[config.mk]
export PLATFORM = sky130hd
export DESIGN_NAME = ecfg_top
export DESIGN_NICKNAME = d
export VERILOG_FILES = /design/src/logic/ecfg_pkg.sv /design/src/logic/ecfg_clkdiv.sv /design/src/logic/ecfg_id_filter.sv /design/src/logic/ecfg_regs.sv /design/src/logic/ecfg_reset_seq.sv /design/src/logic/ecfg_top.sv
export SDC_FILE = /design/constraint.sdc
export NUM_CORES = 1
export LEC_CHECK = 0
export BUFFER_PORTS_ARGS = -buffer_cell sky130_fd_sc_hd__buf_2
export CORE_ASPECT_RATIO = 1.1
export CORE_MARGIN = 2
export CORE_UTILIZATION = 39
export CTS_CLUSTER_SIZE = 40
export DETAILED_ROUTE_END_ITERATION = 12
export PLACE_DENSITY = 0.6
export SLEW_MARGIN = 0
export SYNTH_ARGS = -nofsm -noshare
export SYNTH_HDL_FRONTEND = slang
export SYNTH_SLANG_ARGS = --single-unit
[constraint.sdc]
create_clock -name sys_clk -period 2.2 [get_ports sys_clk]
set_input_delay 0.22 -clock sys_clk [delete_from_list [all_inputs] [get_ports sys_clk]]
set_output_delay 0.22 -clock sys_clk [all_outputs]
set_load 0.1 [all_outputs]
[src/logic/ecfg_pkg.sv]
/*
   mesh link configuration package
   widths, register map, reset values and shared types
*/
`default_nettype none

package ecfg_pkg;

   //######################################################################
   // widths and plain vector types
   //######################################################################
   typedef logic [31:0] word_t;       // memory interface data
   typedef logic [19:0] mi_addr_t;    // full physical address, no shifting
   typedef logic [11:0] coreid_t;     // row in [11:8], col in [5:2]
   typedef logic [3:0]  coord_t;      // mesh row or column
   typedef logic [3:0]  div_t;        // clock divider value
   typedef logic [15:0] hit_count_t;  // saturating hit count

   //######################################################################
   // register map
   //######################################################################
   localparam int unsigned RFAW = 5;  // index from addr[RFAW+1:2]

   typedef logic [RFAW-1:0] reg_idx_t;

   localparam logic [3:0] CFG_GROUP = 4'h0;  // addr[19:16] must match

   localparam reg_idx_t REG_RESET   = 'd0;
   localparam reg_idx_t REG_CLK     = 'd1;
   localparam reg_idx_t REG_COREID  = 'd2;
   localparam reg_idx_t REG_VERSION = 'd3;
   localparam reg_idx_t REG_STATUS  = 'd4;  // read only

   // reset values
   localparam coreid_t     DEFAULT_COREID  = 12'h808;
   localparam logic [15:0] DEFAULT_VERSION = 16'h0000;

   localparam int unsigned RESET_HOLD = 8;  // link reset tail, in cycles

   typedef logic [$clog2(RESET_HOLD)-1:0] hold_cnt_t;

   //######################################################################
   // structs and enum
   //######################################################################
   typedef struct packed {
      logic     en;
      logic     we;    // one we, full 32 bit words only
      mi_addr_t addr;
      word_t    din;
   } mi_req_t;

   // lower 10 bits of REG_CLK, tx_div lands in bits 3:0
   typedef struct packed {
      logic rx_en;     // bit 9
      logic tx_en;     // bit 8
      div_t rx_div;    // bits 7:4
      div_t tx_div;    // bits 3:0
   } clk_cfg_t;

   typedef struct packed {
      coord_t      dst_row;
      coord_t      dst_col;
      logic [15:0] payload;
   } mesh_pkt_t;

   typedef enum logic [1:0] {
      RS_IDLE,
      RS_ACTIVE,  // follows soft reset
      RS_HOLD     // stretch after soft reset drops
   } rst_state_t;

endpackage

`default_nettype wire

[src/logic/ecfg_clkdiv.sv]
/*
   tx/rx clock divider, one strobe every d+1 cycles per enabled channel
*/
`timescale 1ns/1ps
`default_nettype none

module ecfg_clkdiv (
   input  logic               sys_clk,
   input  logic               hard_reset,
   input  ecfg_pkg::clk_cfg_t clk_cfg,
   output logic               tx_strobe,
   output logic               rx_strobe
);

   import ecfg_pkg::*;

   div_t tx_cnt;
   div_t rx_cnt;

   // shared next-count rule for both channels
   function automatic div_t next_cnt(input logic en, input div_t cnt, input div_t div);
      div_t nxt;
      if (!en)
         nxt = '0;           // disabled, park at zero
      else if (cnt == '0)
         nxt = div;          // wrap, new divider picked up here
      else
         nxt = cnt - 1'b1;
      return nxt;
   endfunction

   //######################################################################
   // down counters
   //######################################################################
   always_ff @(posedge sys_clk) begin
      if (hard_reset) begin
         tx_cnt <= '0;
         rx_cnt <= '0;
      end else begin
         tx_cnt <= next_cnt(clk_cfg.tx_en, tx_cnt, clk_cfg.tx_div);
         rx_cnt <= next_cnt(clk_cfg.rx_en, rx_cnt, clk_cfg.rx_div);
      end
   end

   // strobe on the reload cycle
   // d = 0 keeps cnt at zero, so strobe every cycle
   assign tx_strobe = clk_cfg.tx_en & (tx_cnt == '0);
   assign rx_strobe = clk_cfg.rx_en & (rx_cnt == '0);

endmodule

`default_nettype wire

[src/logic/ecfg_id_filter.sv]
/*
   mesh packet filter on core id, registered pass-through of hits
   plus a saturating hit counter
*/
`timescale 1ns/1ps
`default_nettype none

module ecfg_id_filter (
   input  logic                  sys_clk,
   input  logic                  hard_reset,
   input  logic                  link_reset,
   input  ecfg_pkg::coord_t      rowid,
   input  ecfg_pkg::coord_t      colid,
   input  logic                  pkt_in_valid,
   input  ecfg_pkg::mesh_pkt_t   pkt_in,
   output logic                  pkt_out_valid,
   output ecfg_pkg::mesh_pkt_t   pkt_out,
   output ecfg_pkg::hit_count_t  hit_count
);

   import ecfg_pkg::*;

   logic pkt_hit;

   // destination matches this core
   assign pkt_hit = pkt_in_valid & (pkt_in.dst_row == rowid) & (pkt_in.dst_col == colid);

   // valid and count are control state, cleared by either reset
   always_ff @(posedge sys_clk) begin
      if (hard_reset || link_reset) begin
         pkt_out_valid <= 1'b0;
         hit_count     <= '0;
      end else begin
         pkt_out_valid <= pkt_hit;
         if (pkt_hit && (hit_count != '1))
            hit_count <= hit_count + 1'b1;  // sticks at max
      end
   end

   // payload register
   always_ff @(posedge sys_clk) begin
      if (pkt_hit)
         pkt_out <= pkt_in;
   end

endmodule

`default_nettype wire

[src/logic/ecfg_regs.sv]
/*
   mesh link configuration register file
   decodes host accesses, holds config registers, registered readback
*/
`timescale 1ns/1ps
`default_nettype none

module ecfg_regs (
   input  logic                   sys_clk,
   input  logic                   hard_reset,
   input  ecfg_pkg::mi_req_t      mi_req,
   output ecfg_pkg::word_t        mi_dout,
   input  ecfg_pkg::hit_count_t   hit_count,
   input  logic                   link_busy,
   output logic                   soft_reset,
   output ecfg_pkg::clk_cfg_t     clk_cfg,
   output ecfg_pkg::coord_t       rowid,
   output ecfg_pkg::coord_t       colid
);

   import ecfg_pkg::*;

   // config registers
   logic        reset_reg;
   logic [15:0] clk_reg;
   coreid_t     coreid_reg;
   logic [15:0] version_reg;

   // decode
   logic     group_hit;
   reg_idx_t reg_idx;
   logic     cfg_write;
   logic     cfg_read;
   logic     reset_write;
   logic     clk_write;
   logic     coreid_write;
   logic     version_write;

   //######################################################################
   // address decode
   //######################################################################
   assign group_hit = (mi_req.addr[19:16] == CFG_GROUP);
   assign reg_idx   = mi_req.addr[RFAW+1:2];  // word index

   assign cfg_write = mi_req.en &  mi_req.we & group_hit;
   assign cfg_read  = mi_req.en & ~mi_req.we & group_hit;

   // per register write enables, no entry for status
   assign reset_write   = cfg_write & (reg_idx == REG_RESET);
   assign clk_write     = cfg_write & (reg_idx == REG_CLK);
   assign coreid_write  = cfg_write & (reg_idx == REG_COREID);
   assign version_write = cfg_write & (reg_idx == REG_VERSION);

   //######################################################################
   // configuration registers
   //######################################################################
   always_ff @(posedge sys_clk) begin
      if (hard_reset) begin
         reset_reg   <= 1'b0;
         clk_reg     <= '0;               // both channels off
         coreid_reg  <= DEFAULT_COREID;
         version_reg <= DEFAULT_VERSION;
      end else begin
         if (reset_write)
            reset_reg <= mi_req.din[0];
         if (clk_write)
            clk_reg <= mi_req.din[15:0];
         if (coreid_write)
            coreid_reg <= mi_req.din[11:0];
         if (version_write)
            version_reg <= mi_req.din[15:0];
      end
   end

   assign soft_reset = reset_reg;
   assign clk_cfg    = clk_cfg_t'(clk_reg[9:0]);  // upper bits stored, unused
   assign colid      = coreid_reg[5:2];
   assign rowid      = coreid_reg[11:8];

   //######################################################################
   // readback, one cycle after the request
   //######################################################################
   always_ff @(posedge sys_clk) begin
      if (hard_reset) begin
         mi_dout <= '0;
      end else if (cfg_read) begin
         case (reg_idx)
            REG_RESET:   mi_dout <= {31'b0, reset_reg};
            REG_CLK:     mi_dout <= {16'b0, clk_reg};
            REG_COREID:  mi_dout <= {20'b0, coreid_reg};
            REG_VERSION: mi_dout <= {16'b0, version_reg};
            REG_STATUS:  mi_dout <= {15'b0, link_busy, hit_count};  // live status
            default:     mi_dout <= '0;  // unused index
         endcase
      end
      // no read, dout holds
   end

endmodule

`default_nettype wire

[src/logic/ecfg_reset_seq.sv]
/*
   link reset sequencer, stretches soft reset by RESET_HOLD cycles
*/
`timescale 1ns/1ps
`default_nettype none

module ecfg_reset_seq (
   input  logic sys_clk,
   input  logic hard_reset,
   input  logic soft_reset,
   output logic link_reset
);

   import ecfg_pkg::*;

   rst_state_t state;
   hold_cnt_t  hold_cnt;  // counts down the tail

   always_ff @(posedge sys_clk) begin
      if (hard_reset) begin
         state    <= RS_IDLE;
         hold_cnt <= '0;
      end else begin
         case (state)
            RS_IDLE: begin
               if (soft_reset)
                  state <= RS_ACTIVE;
            end
            RS_ACTIVE: begin
               if (!soft_reset) begin
                  state    <= RS_HOLD;
                  hold_cnt <= hold_cnt_t'(RESET_HOLD - 1);
               end
            end
            RS_HOLD: begin
               if (soft_reset)
                  state <= RS_ACTIVE;  // re-armed before tail ends
               else if (hold_cnt == '0)
                  state <= RS_IDLE;
               else
                  hold_cnt <= hold_cnt - 1'b1;
            end
            default: state <= RS_IDLE;
         endcase
      end
   end

   assign link_reset = (state != RS_IDLE);  // one cycle behind soft reset

endmodule

`default_nettype wire

[src/logic/ecfg_top.sv]
/*
   mesh link configuration block top, register file plus datapath
*/
`timescale 1ns/1ps
`default_nettype none

module ecfg_top (
   input  logic                 sys_clk,
   input  logic                 hard_reset,
   input  ecfg_pkg::mi_req_t    mi_req,
   output ecfg_pkg::word_t      mi_dout,
   output logic                 tx_strobe,
   output logic                 rx_strobe,
   output logic                 link_reset,
   input  logic                 pkt_in_valid,
   input  ecfg_pkg::mesh_pkt_t  pkt_in,
   output logic                 pkt_out_valid,
   output ecfg_pkg::mesh_pkt_t  pkt_out
);

   import ecfg_pkg::*;

   // register file to datapath
   logic       soft_reset;
   clk_cfg_t   clk_cfg;
   coord_t     rowid;
   coord_t     colid;
   hit_count_t hit_count;   // back into status

   ecfg_regs ecfg_regs_inst (
      .sys_clk    (sys_clk),
      .hard_reset (hard_reset),
      .mi_req     (mi_req),
      .mi_dout    (mi_dout),
      .hit_count  (hit_count),
      .link_busy  (link_reset),  // busy is the link reset
      .soft_reset (soft_reset),
      .clk_cfg    (clk_cfg),
      .rowid      (rowid),
      .colid      (colid)
   );

   ecfg_clkdiv ecfg_clkdiv_inst (
      .sys_clk    (sys_clk),
      .hard_reset (hard_reset),
      .clk_cfg    (clk_cfg),
      .tx_strobe  (tx_strobe),
      .rx_strobe  (rx_strobe)
   );

   ecfg_reset_seq ecfg_reset_seq_inst (
      .sys_clk    (sys_clk),
      .hard_reset (hard_reset),
      .soft_reset (soft_reset),
      .link_reset (link_reset)
   );

   ecfg_id_filter ecfg_id_filter_inst (
      .sys_clk       (sys_clk),
      .hard_reset    (hard_reset),
      .link_reset    (link_reset),
      .rowid         (rowid),
      .colid         (colid),
      .pkt_in_valid  (pkt_in_valid),
      .pkt_in        (pkt_in),
      .pkt_out_valid (pkt_out_valid),
      .pkt_out       (pkt_out),
      .hit_count     (hit_count)
   );

endmodule

`default_nettype wire

==> flow_metrics.env, run 1 <==
export IMPL_min_path_cells=1
export IMPL_cp_required_ns=2.53
export IMPL_max_stage_delay_ns=0.50
export IMPL_avgSynthCellArea_um2=9.38
export IMPL_p_int_w=0.00412
export IMPL_drt_iter0_markers=343
export IMPL_clk_pin_slew_worst_paths_ns=0.05
export IMPL_synth_top_area_frac=0.372
export IMPL_die_h_um=122
export IMPL_switching_share=0.213
export IMPL_dieArea_mm2=0.0136
export IMPL_cts_setup_buffers=0
export IMPL_grtUsageTotal=0.182
export IMPL_gp_congestion=0.804
export IMPL_hold_path_startpoint="pkt_in[19]"
export IMPL_reg2reg_depth=6
export IMPL_die_w_um=111
export IMPL_cts_tree="yes"
export IMPL_syn2layout_area_growth_pct=29.4
export IMPL_largest_register_ff_count=24
export IMPL_pwr_share_comb=0.051
export IMPL_antenna_found_initial=0
export IMPL_holdCritPathClass="primary input to register"
export IMPL_start_kind="register"
export IMPL_clockBufferDepth=2
export IMPL_seqCellArea_mm2=0.00256
export IMPL_min_period_ns=2.07
export IMPL_grt_overflow_total=0
export IMPL_hold_viol=0
export IMPL_top_register="ecfg_id_filter_inst.pkt_out"
export IMPL_start_util=0.396
export IMPL_cp_arrival_ns=2.40
export IMPL_rsz0062_at_grt="no"
export IMPL_reg2reg_from="ecfg_regs_inst.coreid_reg[3]$_SDFFE_PP1P_"
export IMPL_vias=4362
export IMPL_cp_num_buf_inv=1
export IMPL_fmax_mhz=483
export IMPL_synth_seq_cells=116
export IMPL_io_buffers=98
export IMPL_r2r_setup_slack_ns=0.13
export IMPL_crit_slowest_cell="or4_1"
export IMPL_cts_root_buf="clkbuf_16"
export IMPL_antenna_left=0
export IMPL_switchingPower_w=0.00112
export IMPL_final_cells=818
export IMPL_clock_power_share=0.534
export IMPL_async_flop_share=0
export IMPL_htreeDepth=4
export IMPL_drive_gt1_frac=0.230
export IMPL_end_kind="register"
export IMPL_holdPathEnd="ecfg_id_filter_inst.pkt_out[19]$_DFFE_PP_"
export IMPL_nFillCells=1149
export IMPL_synth_largest_area_cell="dfxtp_1"
export IMPL_r2r_end="ecfg_id_filter_inst.hit_count[4]$_SDFFE_PP0P_"
export IMPL_power_w=0.00524
export IMPL_fin_crit_sh=0.941
export IMPL_yosysUniqueCellTypes=51
export IMPL_syn_cell_area_mm2=0.00494
export IMPL_fin_worst_skew_ns=0.00595
export IMPL_fin_setup_tns_ns=0
export IMPL_grt_pass1_wl_um=19400
export IMPL_ys_flop_type="dfxtp_1"
export IMPL_cp_cell_sequence="xor2_1 > nor4_1 > nand4_1 > buf_12 > or4_1 > a21oi_1"
export IMPL_crit_start="ecfg_regs_inst.coreid_reg[3]$_SDFFE_PP1P_"
export IMPL_relSlewSlack=0.587
export IMPL_ys_warn_count=0
export IMPL_clock_latency_ns=0.41
export IMPL_dr_pass1_iters=5
export IMPL_place_worst_setup_slack_ns=0.152
export IMPL_synth_area_leaders="dfxtp_1 (37%), edfxtp_1 (15%), nand2_1 (7.5%)"
export IMPL_run_status="finished, final reports clean"
export IMPL_power_density_mw_per_mm2=819
export IMPL_coreArea_mm2=0.0125
export IMPL_ir_worst_vdd_uv=554
export IMPL_cap_violations=0
export IMPL_grt_max_degree=44
export IMPL_final_nets=734
export IMPL_wl_per_cell_um=15.2
export IMPL_core_rowCount=43
export IMPL_cts_sinks=116
export IMPL_final_max_slew_viol_count=0
export IMPL_setup_violations=0
export IMPL_drc=0
export IMPL_multi_input_area_mm2=0.00214
export IMPL_num_antenna_cells=0
export IMPL_synthTopCellsByCount="nand2_1 (99), dfxtp_1 (92), a21oi_1 (56)"
export IMPL_hpwlAfterDp_um=8840
export IMPL_power_leakage_nw=2.47
export IMPL_totalWireLength_um=12400
export IMPL_synth_edf_count=24
export IMPL_critPathKind="register to register"
export IMPL_setup_slack_ns=0.130
export IMPL_netlist_instances=527
export IMPL_worst_pin_slew_ns=0.618
export IMPL_dp_cells=770
export IMPL_sequentialPowerShare=0.415
export IMPL_vias_per_cell=5.33
export IMPL_yosysMostFrequentCell="nand2_1"
export IMPL_grt_pass1_vias=3984
export IMPL_cp_max_fo=29
export IMPL_cp_top_family="simple AND/OR/NAND/NOR gates"
export IMPL_io_pins=141
export IMPL_reg_largest_list="ecfg_id_filter_inst.pkt_out (24), ecfg_regs_inst.mi_dout (17)"
export IMPL_numCtsBuffers=17
export IMPL_synth_seq_area_share=0.518
==> power by group through the flow <==
stage | combinational (W) | clock [W] | sequential, W
finish | 0.000270 | 0.00280 | 0.00217
floorplan | 0.000177 | 0 | 0.00222
global placement | 0.000243 | 0 | 0.00222
global route | 0.000284 | 0.00292 | 0.00217
CTS | 0.000268 | 0.00284 | 0.00217
detailed placement | 0.000246 | 0 | 0.00222
==> routing by layer <==
layer	routed length, um	vias to the layer above	global-route usage
li1	-	2121	-
met1	5200	2096	0.210
met2	6410	126	0.330
met3	600	19	0.0413
met4	214	0	0.0725
met5	0	-	0
==> placed cells by master, fill, tap and decap left out, drive strengths merged, types with 4 or more instances in the layout <==
cell type,count
mux2i,15
nand3,7
edfxtp,24
o21ai,6
dlygate4sd3,16
clkbuf,23
clkinv,5
nor3,7
a211oi,5
buf,116
nand2,99
o2bb2ai,4
nor2,31
or4,8
and3,5
a222oi,15
ha,5
a21oi,56
a22o,11
and2,6
dfxtp,92
xor2,7
inv,11
or2,4
bufinv,4
o31ai,11
or3,8
nand4,8
nor2b,4
conb,15
nand2b,7
==> what timing repair did <==
item	CTS	global route
hold endpoints to repair	16	0
setup endpoints to repair	0	2
gates resized for setup	0	2
hold buffers	16	0
==> cell type report <==
cell class,count,share of cell area
flip-flops and latches,116,0.400
multi-input cells,368,0.335
repair buffers,134,0.134
clock buffers,21,0.0688
well taps,157,0.0307
clock inverters,11,0.0248
inverters,11,0.00645
==> logic make-up (layout without fill, tap and decap cells) <==
group,Yosys count,in the layout,share of synthesized area
AOI/OAI and AO/OA,119,119,0.163
xor gates and xnor gates,9,9,0.0159
adders and majority gates,5,5,0.0127
buffers and inverters,57,177,0.0600
DFF,116,116,0.518
muxes,16,16,0.0326
other,1,15,0.000758
and+or+nand+nor,204,204,0.197
==> how the worst max path moves through the flow <==
| stage | cells past startpoint | slack, ns | endpoint |
|---|---|---|---|
| floorplan | 6 | 0.19 | ecfg_id_filter_inst.hit_count[2]$_SDFFE_PP0P_ |
| global placement | 6 | 0.17 | ecfg_id_filter_inst.hit_count[14]$_SDFFE_PP0P_ |
| detailed placement | 6 | 0.15 | ecfg_regs_inst.clk_reg[9]$_SDFFE_PP0P_ |
| CTS | 6 | 0.08 | tx_strobe |
| global route | 6 | 0.05 | ecfg_id_filter_inst.hit_count[5]$_SDFFE_PP0P_ |
| finish | 6 | 0.13 | ecfg_id_filter_inst.hit_count[4]$_SDFFE_PP0P_ |
==> metrics by stage <==
step / util / hold slack (ns) / instance area, um2
global route: 0.513 / 0.00648 / 6400
floorplan: - / 0.319 / 5000
CTS: 0.512 / 0.00412 / 6390
finish: 0.513 / 0.0187 / 6400
global placement: 0.451 / 0.397 / 5630
detailed placement: 0.451 / 0.399 / 5630
Note: power is estimated with default switching activity, not from simulation.
==> run 2, diff against run 1 <==
Settings changed: SETUP_SLACK_MARGIN from default to 0.2.
==> run 2 against run 1 <==
  * Maximum frequency rose by 4.2%
  * Clock power fell by 10%
  * Non-clock buffer count rose by 5
  * First-iteration DRC count rose by 9.3%
  * Clock-buffer cell count rose by 5
  * Worst hold slack got worse by 0.0010 ns
  * Global-route usage rose by 0.75 points
  * Register-to-register slack improved by 0.08 ns
  * Utilization rose by 1.1 points
  * Total power fell by 5.3%
  * Wire length rose by 5.1%
  * Critical path type unchanged
  * Largest cell class unchanged
==> flow_metrics.env, run 2 (same netlist as run 1, synthesis figures left out) <==
export IMPL_run_status="finished, final reports clean"
export IMPL_r2r_end="ecfg_id_filter_inst.hit_count[14]$_SDFFE_PP0P_"
export IMPL_start_kind="register"
export IMPL_holdCritPathClass="primary input to register"
export IMPL_cp_required_ns=2.48
export IMPL_power_leakage_nw=2.52
export IMPL_pwr_share_comb=0.054
export IMPL_top_register="ecfg_id_filter_inst.pkt_out"
export IMPL_clock_latency_ns=0.41
export IMPL_io_buffers=98
export IMPL_relSlewSlack=0.211
export IMPL_fin_setup_tns_ns=0
export IMPL_die_h_um=122
export IMPL_wl_per_cell_um=15.9
export IMPL_clockBufferDepth=2
export IMPL_critPathKind="register to register"
export IMPL_setup_slack_ns=0.213
export IMPL_drive_gt1_frac=0.268
export IMPL_end_kind="register"
export IMPL_io_pins=141
export IMPL_largest_register_ff_count=24
export IMPL_utilization=0.523
export IMPL_cp_arrival_ns=2.27
export IMPL_power_density_mw_per_mm2=760
export IMPL_final_common_cell="nand2_1"
export IMPL_drc=0
export IMPL_cts_root_buf="clkbuf_16"
export IMPL_rsz0062_at_grt="yes"
export IMPL_worst_pin_slew_ns=1.18
export IMPL_antenna_found_initial=1
export IMPL_ir_worst_vdd_uv=463
export IMPL_grt_overflow_total=0
export IMPL_reg2reg_depth=8
export IMPL_grt_max_degree=45
export IMPL_sequentialPowerShare=0.438
export IMPL_min_path_cells=1
export IMPL_setup_violations=0
export IMPL_antenna_left=0
export IMPL_grt_pass1_wl_um=20300
export IMPL_final_max_slew_viol_count=0
export IMPL_power_w=0.00496
export IMPL_cts_tree="yes"
export IMPL_htreeDepth=4
export IMPL_hpwlAfterDp_um=8860
export IMPL_vias_per_cell=5.28
export IMPL_coreArea_mm2=0.0125
export IMPL_switching_share=0.218
export IMPL_die_w_um=111
export IMPL_clk_pin_slew_worst_paths_ns=0.05
export IMPL_p_int_w=0.00388
export IMPL_cts_sinks=116
export IMPL_min_period_ns=1.99
export IMPL_r2r_setup_slack_ns=0.21
export IMPL_reg_largest_list="ecfg_id_filter_inst.pkt_out (24), ecfg_regs_inst.mi_dout (17)"
export IMPL_vias=4339
export IMPL_switchingPower_w=0.00108
export IMPL_holdPathEnd="ecfg_id_filter_inst.pkt_out[20]$_DFFE_PP_"
export IMPL_dieArea_mm2=0.0136
export IMPL_cp_max_fo=14
export IMPL_fin_crit_sh=0.903
export IMPL_reg2reg_from="ecfg_regs_inst.coreid_reg[11]$_SDFFE_PP1P_"
export IMPL_place_worst_setup_slack_ns=0.141
export IMPL_fin_worst_skew_ns=0.00854
export IMPL_totalWireLength_um=13100
export IMPL_gp_congestion=0.793
export IMPL_numCtsBuffers=17
export IMPL_start_util=0.396
export IMPL_hold_viol=0
export IMPL_hold_path_startpoint="pkt_in[20]"
export IMPL_core_rowCount=43
export IMPL_final_nets=739
export IMPL_cap_violations=0
export IMPL_clock_power_share=0.508
export IMPL_grtUsageTotal=0.190
export IMPL_grt_pass1_vias=4165
export IMPL_drt_iter0_markers=375
export IMPL_layout_common_cells="nand2_1 (99), buf_2 (96), dfxtp_1 (88), a21oi_1 (51), nor2_1 (29)"
export IMPL_dr_pass1_iters=5
export IMPL_fmax_mhz=503
export IMPL_syn2layout_area_growth_pct=32.1
## run 2: final cells by class
class / instances / area [um2]
Tap cell: 157 / 196
Sequential cell: 116 / 2570
Clock buffer: 26 / 531
Timing Repair Buffer: 139 / 965
Antenna cell: 1 / 2.50
Clock inverter: 4 / 20.0
Fill cell: 1154 / 5950
Multi-Input combinational cell: 368 / 2210
Inverter: 11 / 41.3
## run 2: metal layers
metal	GRT usage	up-vias	routed length (um)
met5	0	-	0
met2	0.330	117	6790
met4	0.0725	0	216
li1	-	2120	-
met3	0.0547	16	627
met1	0.224	2086	5420
## run 2: worst max-delay path by stage
stage / endpoint / start / cells past startpoint / slack (ns)
5_1_grt: ecfg_id_filter_inst.hit_count[14]$_SDFFE_PP0P_ / ecfg_regs_inst.coreid_reg[11]$_SDFFE_PP1P_ / 8 / 0.1
2_1_floorplan: ecfg_id_filter_inst.hit_count[7]$_SDFFE_PP0P_ / ecfg_id_filter_inst.hit_count[0]$_SDFFE_PP0P_ / 7 / 0.29
6_report: ecfg_id_filter_inst.hit_count[14]$_SDFFE_PP0P_ / ecfg_regs_inst.coreid_reg[11]$_SDFFE_PP1P_ / 8 / 0.21
4_1_cts: tx_strobe / ecfg_clkdiv_inst.tx_cnt[0]$_SDFF_PP0_ / 6 / 0.18
3_5_place_dp: ecfg_id_filter_inst.hit_count[3]$_SDFFE_PP0P_ / ecfg_id_filter_inst.hit_count[0]$_SDFFE_PP0P_ / 6 / 0.14
3_3_place_gp: ecfg_id_filter_inst.hit_count[12]$_SDFFE_PP0P_ / ecfg_regs_inst.coreid_reg[4]$_SDFFE_PP0P_ / 6 / 0.19
## run 2: metrics by stage
step	cell area, um2	instances	hold WS (ns)
detailed placement	5630	768	0.398
CTS	6350	814	0.00526
global placement	5630	768	0.397
finish	6530	822	0.0177
global route	6530	822	0.00239
floorplan	5000	541	0.319
## run 2: repair_timing
action,CTS,global route
endpoints found under the setup margin,11,11
resized for setup,4,25
setup buffers,0,5
gates cloned,0,2
hold endpoints to repair,16,0
hold buffers,16,0
pin swaps,0,11
## run 2: power by group through the flow
stage	logic [W]	registers, W	clock network, W
4_1_cts	0.000266	0.00217	0.00255
6_report	0.000269	0.00217	0.00252
2_1_floorplan	0.000177	0.00222	0
3_5_place_dp	0.000243	0.00222	0
5_1_grt	0.000284	0.00217	0.00268
3_3_place_gp	0.000241	0.00222	0
## run 2: critical path: stages (launching register included)
cell and delay [ns]:
dfxtp_2 0.33, xor2_2 0.17, nor4_2 0.29, nand4_1 0.14, buf_6 0.16, buf_4 0.15, clkbuf_16 0.17, o31ai_1 0.35
a21oi_2 0.11
